==> config.mk <==
export PLATFORM = sky130hd
export DESIGN_NAME = cpu_top
export DESIGN_NICKNAME = d
export VERILOG_FILES = /design/src/rtl/riscv.sv /design/src/rtl/control.sv /design/src/rtl/cpu_top.sv /design/src/rtl/datapath.sv /design/src/rtl/fetch.sv /design/src/rtl/regfile.sv
export VERILOG_INCLUDE_DIRS = /design/src /design/src/rtl
export SDC_FILE = /design/constraint.sdc
export NUM_CORES = 2
export LEC_CHECK = 0
export ABC_AREA = 0
export BUFFER_PORTS_ARGS = -buffer_cell sky130_fd_sc_hd__buf_2
export CORE_ASPECT_RATIO = 0.6
export CORE_MARGIN = 3
export CORE_UTILIZATION = 35
export DETAILED_ROUTE_END_ITERATION = 16
export MAX_ROUTING_LAYER = met4
export PLACE_DENSITY = 0.52
export SYNTH_ARGS = -nofsm -noshare
export SYNTH_HDL_FRONTEND = slang
export SYNTH_HIERARCHICAL = 1
export SYNTH_SLANG_ARGS = --single-unit
export TNS_END_PERCENT = 1
==> constraint.sdc <==
create_clock -name clk -period 18.1 [get_ports clk]
set_clock_uncertainty 0.1 [all_clocks]
set_input_delay 2.715 -clock clk [delete_from_list [all_inputs] [get_ports clk]]
set_output_delay 2.715 -clock clk [all_outputs]
set_load 0.005 [all_outputs]
==> src/rtl/riscv_cfg.svh <==
`ifndef RISCV_CFG_SVH
`define RISCV_CFG_SVH

// Data and address width
`define XLEN 32

`define NREGS 32

// First fetch address after reset
`define RESET_PC 32'h0000_0000

// ADDI x0, x0, 0, used as pipeline bubble
`define NOP_INSTR 32'h0000_0013

`endif

==> src/rtl/riscv.sv <==
`include "riscv_cfg.svh"

package riscv;

    typedef logic [`XLEN-1:0] word_t;
    typedef logic [4:0]       reg_addr_t;

    typedef enum logic [6:0] {
        OPCODE_OP_IMM = 7'b0010011,
        OPCODE_AUIPC  = 7'b0010111,
        OPCODE_OP     = 7'b0110011,
        OPCODE_LUI    = 7'b0110111,
        OPCODE_JAL    = 7'b1101111
    } opcode_t;

    typedef enum logic [2:0] {
        FUNCT3_ADD_SUB = 3'b000
    } funct3_t;

    // ADDI shares the ADD/SUB funct3 encoding
    localparam funct3_t FUNCT3_ADDI = FUNCT3_ADD_SUB;

    typedef logic [6:0] funct7_t;

    typedef enum logic [1:0] {NONE, LOAD, STORE} mem_op_t;

    typedef enum logic [1:0] {ALU_ADD, ALU_SUB, ALU_OP2} alu_op_t;

    typedef enum logic {OP1_RS1, OP1_PC} op1_sel_t;

    typedef enum logic [1:0] {OP2_RS2, OP2_I_IMM, OP2_U_IMM, OP2_J_IMM} op2_sel_t;

    typedef enum logic {PC_NEXT, PC_ADDR} pc_sel_t;

    typedef enum logic {IR_MEMORY, IR_BUBBLE} ir_sel_t;

    // Control word, fields valid in different stages
    typedef struct packed {
        logic     reg_en;
        mem_op_t  mem_op;
        logic     link_en;
        alu_op_t  alu_op;
        pc_sel_t  pc_sel;
        ir_sel_t  ir_sel;
        op1_sel_t op1_sel;
        op2_sel_t op2_sel;
    } ctrl_t;

    // Writeback observation record
    typedef struct packed {
        logic      valid;
        reg_addr_t rd;
        word_t     data;
    } retire_t;

endpackage

==> src/rtl/control.sv <==
`timescale 1ns/100ps

module control import riscv::*; (
    input  logic    clk,
    input  logic    resetn,
    input  opcode_t opcode,
    input  funct3_t funct3,
    input  funct7_t funct7,
    output ctrl_t   ctrl
);
    typedef enum logic {JMP_NONE, JMP_JAL} jmp_t;

    typedef struct packed {
        logic     reg_en;
        mem_op_t  mem_op;
        logic     link_en;
        alu_op_t  alu_op;
        jmp_t     jmp;
        op1_sel_t op1_sel;
        op2_sel_t op2_sel;
    } ctrl_id_t;

    typedef struct packed {
        logic    reg_en;
        mem_op_t mem_op;
        logic    link_en;
        alu_op_t alu_op;
        jmp_t    jmp;
    } ctrl_ex_t;

    typedef struct packed {
        logic    reg_en;
        mem_op_t mem_op;
    } ctrl_mem_t;

    // Decode table
    localparam ctrl_id_t CTRL_INVALID = '{1'b0, NONE, 1'b0, ALU_ADD, JMP_NONE, OP1_RS1, OP2_RS2};
    localparam ctrl_id_t CTRL_ADDI    = '{1'b1, NONE, 1'b0, ALU_ADD, JMP_NONE, OP1_RS1, OP2_I_IMM};
    localparam ctrl_id_t CTRL_LUI     = '{1'b1, NONE, 1'b0, ALU_OP2, JMP_NONE, OP1_RS1, OP2_U_IMM};
    localparam ctrl_id_t CTRL_AUIPC   = '{1'b1, NONE, 1'b0, ALU_ADD, JMP_NONE, OP1_PC, OP2_U_IMM};
    localparam ctrl_id_t CTRL_ADD     = '{1'b1, NONE, 1'b0, ALU_ADD, JMP_NONE, OP1_RS1, OP2_RS2};
    localparam ctrl_id_t CTRL_SUB     = '{1'b1, NONE, 1'b0, ALU_SUB, JMP_NONE, OP1_RS1, OP2_RS2};
    localparam ctrl_id_t CTRL_JAL     = '{1'b1, NONE, 1'b1, ALU_ADD, JMP_JAL, OP1_PC, OP2_J_IMM};

    ctrl_id_t  id;
    ctrl_ex_t  ex;
    ctrl_mem_t mem;
    logic      jump;

    always_comb begin
        id = CTRL_INVALID;
        case (opcode)
            OPCODE_OP_IMM: begin
                if (funct3 == FUNCT3_ADDI) begin
                    id = CTRL_ADDI;
                end
            end
            OPCODE_OP: begin
                if (funct3 == FUNCT3_ADD_SUB) begin
                    id = funct7[5] ? CTRL_SUB : CTRL_ADD;
                end
            end
            OPCODE_LUI:   id = CTRL_LUI;
            OPCODE_AUIPC: id = CTRL_AUIPC;
            OPCODE_JAL:   id = CTRL_JAL;
            default:      id = CTRL_INVALID;
        endcase
    end

    // JAL resolves in execute
    assign jump = (ex.jmp == JMP_JAL);

    always_ff @(posedge clk) begin
        if (!resetn) begin
            ex <= '{1'b0, NONE, 1'b0, ALU_ADD, JMP_NONE};
        end else begin
            // Younger instruction leaving decode is squashed
            ex.reg_en  <= jump ? 1'b0 : id.reg_en;
            ex.mem_op  <= jump ? NONE : id.mem_op;
            ex.jmp     <= jump ? JMP_NONE : id.jmp;
            ex.link_en <= id.link_en;
            ex.alu_op  <= id.alu_op;
        end
    end

    always_ff @(posedge clk) begin
        if (!resetn) begin
            mem <= '{1'b0, NONE};
        end else begin
            mem.reg_en <= ex.reg_en;
            mem.mem_op <= ex.mem_op;
        end
    end

    // Write enable leaves in memory, datapath carries it into writeback
    assign ctrl.reg_en  = mem.reg_en;
    assign ctrl.mem_op  = mem.mem_op;
    assign ctrl.link_en = ex.link_en;
    assign ctrl.alu_op  = ex.alu_op;
    assign ctrl.pc_sel  = jump ? PC_ADDR : PC_NEXT;
    assign ctrl.ir_sel  = jump ? IR_BUBBLE : IR_MEMORY;
    assign ctrl.op1_sel = id.op1_sel;
    assign ctrl.op2_sel = id.op2_sel;

endmodule

==> src/rtl/cpu_top.sv <==
`timescale 1ns/100ps

module cpu_top import riscv::*; (
    input  logic    clk,
    input  logic    resetn,
    output word_t   instr_addr,
    input  word_t   instr_data,
    output retire_t retire
);
    ctrl_t     ctrl;
    word_t     jump_target;
    word_t     ir;
    word_t     id_pc;
    reg_addr_t rs1;
    reg_addr_t rs2;
    word_t     rs1_data;
    word_t     rs2_data;
    logic      rf_we;
    reg_addr_t rf_rd;
    word_t     rf_data;

    control control_inst (
        .clk    (clk),
        .resetn (resetn),
        .opcode (opcode_t'(ir[6:0])),
        .funct3 (funct3_t'(ir[14:12])),
        .funct7 (ir[31:25]),
        .ctrl   (ctrl)
    );

    fetch fetch_inst (
        .clk         (clk),
        .resetn      (resetn),
        .ctrl        (ctrl),
        .jump_target (jump_target),
        .instr_data  (instr_data),
        .instr_addr  (instr_addr),
        .ir          (ir),
        .id_pc       (id_pc)
    );

    regfile regfile_inst (
        .clk      (clk),
        .rs1      (rs1),
        .rs2      (rs2),
        .rs1_data (rs1_data),
        .rs2_data (rs2_data),
        .we       (rf_we),
        .rd       (rf_rd),
        .rd_data  (rf_data)
    );

    datapath datapath_inst (
        .clk         (clk),
        .resetn      (resetn),
        .ctrl        (ctrl),
        .ir          (ir),
        .id_pc       (id_pc),
        .rs1_data    (rs1_data),
        .rs2_data    (rs2_data),
        .rs1         (rs1),
        .rs2         (rs2),
        .jump_target (jump_target),
        .rf_we       (rf_we),
        .rf_rd       (rf_rd),
        .rf_data     (rf_data),
        .retire      (retire)
    );

endmodule

==> src/rtl/datapath.sv <==
`timescale 1ns/100ps

module datapath import riscv::*; (
    input  logic      clk,
    input  logic      resetn,
    input  ctrl_t     ctrl,
    input  word_t     ir,
    input  word_t     id_pc,
    input  word_t     rs1_data,
    input  word_t     rs2_data,
    output reg_addr_t rs1,
    output reg_addr_t rs2,
    output word_t     jump_target,
    output logic      rf_we,
    output reg_addr_t rf_rd,
    output word_t     rf_data,
    output retire_t   retire
);
    reg_addr_t id_rd;
    word_t     imm_i;
    word_t     imm_u;
    word_t     imm_j;
    word_t     id_op1;
    word_t     id_op2;

    word_t     ex_op1;
    word_t     ex_op2;
    word_t     ex_pc;
    reg_addr_t ex_src1;
    reg_addr_t ex_src2;
    reg_addr_t ex_rd;
    word_t     fwd_op1;
    word_t     fwd_op2;
    word_t     alu_result;
    word_t     ex_result;

    reg_addr_t mem_rd;
    word_t     mem_data;

    logic      wb_we;
    reg_addr_t wb_rd;
    word_t     wb_data;

    // Decode
    assign rs1   = ir[19:15];
    assign rs2   = ir[24:20];
    assign id_rd = ir[11:7];

    assign imm_i = {{20{ir[31]}}, ir[31:20]};
    assign imm_u = {ir[31:12], 12'b0};
    assign imm_j = {{12{ir[31]}}, ir[19:12], ir[20], ir[30:21], 1'b0};

    assign id_op1 = (ctrl.op1_sel == OP1_PC) ? id_pc : rs1_data;

    always_comb begin
        case (ctrl.op2_sel)
            OP2_I_IMM: id_op2 = imm_i;
            OP2_U_IMM: id_op2 = imm_u;
            OP2_J_IMM: id_op2 = imm_j;
            default:   id_op2 = rs2_data;
        endcase
    end

    always_ff @(posedge clk) begin
        ex_op1  <= id_op1;
        ex_op2  <= id_op2;
        ex_pc   <= id_pc;
        ex_rd   <= id_rd;
        // Source tags only for operands read from registers
        ex_src1 <= (ctrl.op1_sel == OP1_RS1) ? rs1 : '0;
        ex_src2 <= (ctrl.op2_sel == OP2_RS2) ? rs2 : '0;
    end

    // Execute forwarding prefers the newest result
    function automatic word_t forward(reg_addr_t src, word_t value);
        word_t result;
        if (src != '0 && ctrl.reg_en && src == mem_rd) begin
            result = mem_data;
        end else if (src != '0 && wb_we && src == wb_rd) begin
            result = wb_data;
        end else begin
            result = value;
        end
        return result;
    endfunction

    always_comb begin
        fwd_op1 = forward(ex_src1, ex_op1);
        fwd_op2 = forward(ex_src2, ex_op2);
    end

    always_comb begin
        case (ctrl.alu_op)
            ALU_SUB: alu_result = fwd_op1 - fwd_op2;
            ALU_OP2: alu_result = fwd_op2;
            default: alu_result = fwd_op1 + fwd_op2;
        endcase
    end

    assign jump_target = alu_result;
    assign ex_result   = ctrl.link_en ? ex_pc + 32'd4 : alu_result;

    // Memory stage only delays the result
    always_ff @(posedge clk) begin
        mem_rd   <= ex_rd;
        mem_data <= ex_result;
    end

    always_ff @(posedge clk) begin
        if (!resetn) begin
            wb_we <= 1'b0;
        end else begin
            wb_we <= ctrl.reg_en;
        end
    end

    always_ff @(posedge clk) begin
        wb_rd   <= mem_rd;
        wb_data <= mem_data;
    end

    assign rf_we   = wb_we;
    assign rf_rd   = wb_rd;
    assign rf_data = wb_data;

    assign retire = '{valid: wb_we && wb_rd != '0, rd: wb_rd, data: wb_data};

endmodule

==> src/rtl/fetch.sv <==
`timescale 1ns/100ps

`include "riscv_cfg.svh"

module fetch import riscv::*; (
    input  logic  clk,
    input  logic  resetn,
    input  ctrl_t ctrl,
    input  word_t jump_target,
    input  word_t instr_data,
    output word_t instr_addr,
    output word_t ir,
    output word_t id_pc
);
    word_t pc;

    assign instr_addr = pc;

    always_ff @(posedge clk) begin
        if (!resetn) begin
            pc <= `RESET_PC;
            ir <= `NOP_INSTR;
        end else begin
            pc <= (ctrl.pc_sel == PC_ADDR) ? jump_target : pc + 32'd4;
            // Drop the wrong-path word on a taken jump
            ir <= (ctrl.ir_sel == IR_BUBBLE) ? `NOP_INSTR : instr_data;
        end
    end

    always_ff @(posedge clk) begin
        id_pc <= pc;
    end

endmodule

==> src/rtl/regfile.sv <==
`timescale 1ns/100ps

`include "riscv_cfg.svh"

module regfile import riscv::*; (
    input  logic      clk,
    input  reg_addr_t rs1,
    input  reg_addr_t rs2,
    output word_t     rs1_data,
    output word_t     rs2_data,
    input  logic      we,
    input  reg_addr_t rd,
    input  word_t     rd_data
);
    word_t regs [`NREGS];

    // x0 reads zero and a same-cycle write passes through
    function automatic word_t read_port(reg_addr_t addr);
        word_t value;
        if (addr == '0) begin
            value = '0;
        end else if (we && addr == rd) begin
            value = rd_data;
        end else begin
            value = regs[addr];
        end
        return value;
    endfunction

    always_comb begin
        rs1_data = read_port(rs1);
        rs2_data = read_port(rs2);
    end

    always_ff @(posedge clk) begin
        if (we && rd != '0) begin
            regs[rd] <= rd_data;
        end
    end

endmodule

== Word-level counts from Yosys, hierarchy flattened ==
Memories as Yosys holds them, arrays and structs flattened. A register that Yosys moved wholly into a read port is not among the register bits.
Index checks and enable logic that the tools add are counted.
Widths: inputs -> output; s select.
Word-level totals
  register bits after elaboration: 288
  memory bits (writable): 1024
  input bits: 34
  output and inout port bits: 70
  logic and storage cells: 83
  memories kept: 1
Memories
  regfile_inst.regs: depth 32, width 32, read ports 2, clocked after Yosys merged registers in 2, write ports 1, RTL line regfile.sv:15  | word_t regs [`NREGS];
Cells by class
  $add $sub $neg: 4
  equality and inequality tests: 16
  mux-type cells: 22
  bitwise gates (word level): 1
  reductions and logical operators: 20
Operator list (number)
  $mux 32: 11
  $pmux 32 s3: 1
  $add 32x3->32 const B: 2
  $pmux 32 s2: 1
  $pmux 10 s5: 1
  $add 32x32->32: 1
  $sub 32x32->32: 1
  $eq 5x5->1: 6
  $mux 10: 2
  $mux 5: 3
  $reduce_bool 5->1: 3
  $eq 7x5->1 const B: 2
  $eq 7x6->1 const B: 2
  $logic_and 1x1->1: 11
  $logic_not 5->1: 2
  $eq 7x7->1 const B: 1
  $eq 2x2->1 const B: 3
  $eq 2x1->1 const B: 2
  $reduce_or 2->1: 2
  $logic_not 3->1: 1
  $mux 1: 3
  $logic_not 2->1: 1
  $not 1->1: 1

== Depth between registers and ports, before layout ==
  word-level depth: 8
  depth in mapped cells: 30
  depth with buffers taken out: 25

== Hierarchy ==
The synthesis kept the hierarchy.
By module, submodules not included
  regfile: instances 1, cells an instance 2520, area each 47869.7 um^2, sequential area each 30749.5 um^2
  datapath: instances 1, cells an instance 1201, area each 10398.7 um^2, sequential area each 3723.6 um^2
  fetch: instances 1, cells an instance 311, area each 3273.1 um^2, sequential area each 1921.8 um^2
  control: instances 1, cells an instance 41, area each 346.6 um^2, sequential area each 120.1 um^2

== Worst setup path before layout ==
No wires, ideal clock.
  path kind: register -> register
  start: reg datapath_inst.ex_src2[0]
  end: reg fetch_inst.pc[31] (netlist: fetch_inst/instr_addr[31])
  setup time: 0.125 ns
  data arrival time: 6.572 ns
  required time: 17.875 ns
  setup slack: 11.303 ns
  stages on the path, launching flop included: 30
  buffers on the path: 4
  clock period less this slack: 6.797 ns
  cells stage by stage: dfxtp_1 > buf_2 > xnor2_1 > nand4_1 > clkbuf_1 > nor2_2 > buf_2 > buf_1 > mux2i_1 > o21ai_0 > inv_1 > ha_1 > nand4bb_1 > or3_1 > nand2b_1 > o31ai_1 > xor2_1 > ha_1 > a21o_1 > a21o_1 > a21oi_1 > o31ai_1 > o41ai_1 > o211ai_1 > a41o_1 > or4_4 > and4_4 > or2_1 > o211ai_1 > nor3_1
Between the ends
  cells in the longest elaborated chain, start to end: 8
  elaborated cells between the ends (all ways): 13
  those cells by class: add/sub (2); eq/ne (2); mux (4); reduce/logical (5)
RTL lines
  start: declaration: RTL line datapath.sv:30  | reg_addr_t ex_src2;
  start signal: assignment: RTL line datapath.sv:71  | ex_src2 <= (ctrl.op2_sel == OP2_RS2) ? rs2 : '0;
  $reduce_bool 5->1: RTL line datapath.sv:77, datapath.sv:79
  $logic_and 1x1->1 (2 in series): RTL line datapath.sv:79  | end else if (src != '0 && wb_we && src == wb_rd) begin
  $mux 32: RTL line datapath.sv:79
  $mux 32 *: RTL line datapath.sv:77  | if (src != '0 && ctrl.reg_en && src == mem_rd) begin
  $add 32x32->32 or $sub 32x32->32 (tied branches): RTL line datapath.sv:96, datapath.sv:94
  $pmux 32 s2 *: RTL line datapath.sv:93  | case (ctrl.alu_op)
  via jump_target[31]: RTL line cpu_top.sv:11  | word_t jump_target;
  $mux 32 *: RTL line fetch.sv:24  | pc <= (ctrl.pc_sel == PC_ADDR) ? jump_target : pc + 32'd4;
  end signal: assignment: RTL line fetch.sv:21  | pc <= `RESET_PC;
  end signal: assignment: RTL line fetch.sv:24
  end: declaration: RTL line fetch.sv:15  | word_t pc;
Mark *: on every way through the listed nets, which the timed path passes. The rest lies on a longest branch.
A chain may end at the register's enable or synchronous reset.

== Worst setup path after layout ==
  start: reg datapath_inst.wb_rd[4] (netlist: datapath_inst/rf_rd[4])
  end: reg fetch_inst.pc[31] (netlist: fetch_inst/instr_addr[31])
Between the ends
  cells in the longest elaborated chain, start to end: 7
  elaborated cells between the ends (all ways): 12
  those cells by class: add/sub (2); eq/ne (2); mux (6); reduce/logical (2)
RTL lines
  start: declaration: RTL line datapath.sv:41  | reg_addr_t wb_rd;
  start signal: assignment: RTL line datapath.sv:118  | wb_rd <= mem_rd;
  $eq 5x5->1: RTL line datapath.sv:79
  $logic_and 1x1->1: RTL line datapath.sv:79
  $mux 32: RTL line datapath.sv:79
  $mux 32: RTL line datapath.sv:77
  $add 32x32->32 or $sub 32x32->32 (tied branches): RTL line datapath.sv:96, datapath.sv:94
  $pmux 32 s2 *: RTL line datapath.sv:93
  via jump_target[31]: RTL line cpu_top.sv:11
  $mux 32 *: RTL line fetch.sv:24
Marks and branches as above.

==> results.txt <==
final hold vios -> 0
GPL Wtd Cong -> 0.934
status -> finished, final reports clean
pre-CTS WS -> 10.30 ns
Tot GR Track Use -> 25.6%
initial antenna violation count -> 18
post-route setup slack -> 10.04 ns
Post-CTS Hold Fix Bufs -> 0
Post-Route Utilization -> 39.7%
Synth Area per Inst -> 15.2 sq um
Startpoint Class -> register
first-pass GRT wire length -> 320 mm
antenna viol nets, final -> 0
1st-pass router iterations -> 5
max_slew headroom -> 9.42%
CTS buffer count -> 116
Hold Path Class -> register to register
Routed WL -> 232 mm
Via Count -> 41228
Critical Path End Type -> register
f_max -> 124 MHz
htree depth -> 3
synthesis-to-finish area growth -> 11.6%
Clock Tree Root -> clkbuf_16
Post-Syn Area -> 61900 sq um
final routed DRC violation total -> 0
layout cell share with drive strength beyond 1 -> 24.5%
clock buffer depth -> 3
PostCTS Resize Cnt -> 0
Remaining Overflow, GRT -> 0
Static Leakage -> 22.1 nW
Ys Warns -> 6
critical path peak fanout -> 37
Clock Latency Late Sink -> 0.73 ns
Die Y-Extent -> 332 um
max-slew violations -> 0
final setup violation count -> 0
largest net degree at the start of global routing -> 92
Setup Buffers After CTS -> 0
Tcrit/Tclk final -> 44.5%
Core Area -> 174000 sq um
Via density -> 6.26
pwr/cell area -> 116 nW/um^2
unrepaired setup endpoints after global routing -> no
number of global-route vias before repair -> 38386
Design Area, Final -> 69100 sq um
nets -> 4200
HPWL after DPL -> 145 mm
Post-Syn Instances -> 4070
Initial Util -> 35.5%
DRC marker count from the first detailed-route iteration -> 6265
worst slew pin tran -> 1.35 ns
crit path DAT -> 8.57 ns
total die area -> 182000 sq um
VDD IR max -> 119 uV
max_cap viols -> 0
num ports -> 104
Final Non-Filler Cells -> 6589
row count -> 118
clk slew on worst S/H paths -> 0.07 ns
setup tns final -> 0 ns
Clock Sinks -> 1312
Cells after DPL -> 6352
CTS tree -> built
Final Critical Period -> 8.06 ns
Routed WL per cell -> 35.3 um
I/O Buffers -> 103
data required time at the worst endpoint -> 18.62 ns
CP Class -> register to register
placed cell areas -> 65200 sq um
die width -> 549 um
[per-layer routing]
metal	up-vias	part of all wire [%]	track usage [%]
met5	-	0	-
met4	0	1.7	4.64
met3	270	13	8.20
met2	2616	40	32.7
met1	21814	45	39.4
li1	16528	-	-
[final timing paths]
| kind | start | to | slack [ns] | cells after the start |
|---|---|---|---|---|
| worst min register to register | fetch_inst/ir[7]$_SDFF_PP0_ | datapath_inst/ex_rd[0]$_DFF_P_ | 0.23 | 0 |
| worst max register to register | datapath_inst/rf_rd[4]$_DFF_P_ | fetch_inst/instr_addr[31]$_SDFF_PN0_ | 10.04 | 27 |
| worst min-delay path | fetch_inst/ir[7]$_SDFF_PP0_ | datapath_inst/ex_rd[0]$_DFF_P_ | 0.23 | 0 |
| worst max-delay path | datapath_inst/rf_rd[4]$_DFF_P_ | fetch_inst/instr_addr[31]$_SDFF_PN0_ | 10.04 | 27 |
[registers in the layout (all words and copies together) (netlist names)]
register,flops
regfile_inst/regs,1024
datapath_inst/ex_op1,32
datapath_inst/ex_op2,32
datapath_inst/ex_pc,32
datapath_inst/mem_data,32
datapath_inst/rf_data,32
fetch_inst/id_pc,32
fetch_inst/instr_addr,32
fetch_inst/ir,32
datapath_inst/ex_rd,5
datapath_inst/ex_src1,5
datapath_inst/ex_src2,5
datapath_inst/mem_rd,5
datapath_inst/rf_rd,5
control_inst/ctrl,4
control_inst/ex,1
control_inst/jump,1
datapath_inst/rf_we,1
[critical path, cell delays in order, from the launching register on]
cell and delay [ns]:
dfxtp_1 0.66, xnor2_1 0.20, nand4_1 0.53, nor2_4 0.24, buf_4 0.51, mux2i_1 0.29
o21ai_0 0.17, inv_1 0.10, ha_1 0.21, nand4bb_1 0.33, or3_1 0.59, nand2b_1 0.21
o31ai_1 0.24, xor2_1 0.19, ha_1 0.31, nand3_1 0.26, nor3_1 0.11, and3_1 0.19
a32o_1 0.28, o41ai_1 0.48, buf_4 0.24, o211ai_1 0.13, a41o_1 0.27, or4_4 0.42
and4_4 0.21, or2_1 0.20, o211ai_1 0.15, nor3_1 0.06
[power by group]
group	internal, mW	switching (mW)
Sequential	3.73	0.146
Combinational	0.474	1.10
Clock	1.40	1.18
Total	5.60	2.42
[metrics by stage]
| stage | power, mW | hold slack, ns |
|---|---|---|
| 2_1_floorplan | 4.78 | 0.210 |
| 3_3_place_gp | 5.48 | 0.219 |
| 3_5_place_dp | 5.48 | 0.215 |
| 4_1_cts | 8.04 | 0.230 |
| 5_1_grt | 8.30 | 0.239 |
| 6_report | 8.03 | 0.229 |
[cells in the final DEF, fill, tap and decap left out, types with 42 or more instances in the layout]
cell / n
a21oi_1: 131
a22o_1: 58
a22oi_1: 87
and2_1: 42
buf_2: 103
buf_4: 145
clkbuf_16: 122
dfxtp_1: 278
edfxtp_1: 1024
mux2_2: 77
mux2i_1: 283
mux4_2: 417
nand2_1: 187
nand3_1: 46
nor2_1: 127
o21ai_0: 156
o22ai_1: 43
xnor2_1: 77
xor2_1: 46
[final cells by class]
| class | count | area, sq um |
|---|---|---|
| Clock buffer | 154 | 3270 |
| Fill cell | 15957 | 105000 |
| Inverter | 21 | 78.8 |
| Sequential cell | 1312 | 36500 |
| Tap cell | 2340 | 2930 |
| Multi-Input combinational cell | 2427 | 23900 |
| Clock inverter | 65 | 591 |
| Timing Repair Buffer | 253 | 1700 |
| Antenna cell | 17 | 42.5 |
Power figures use the tool's default switching activity.
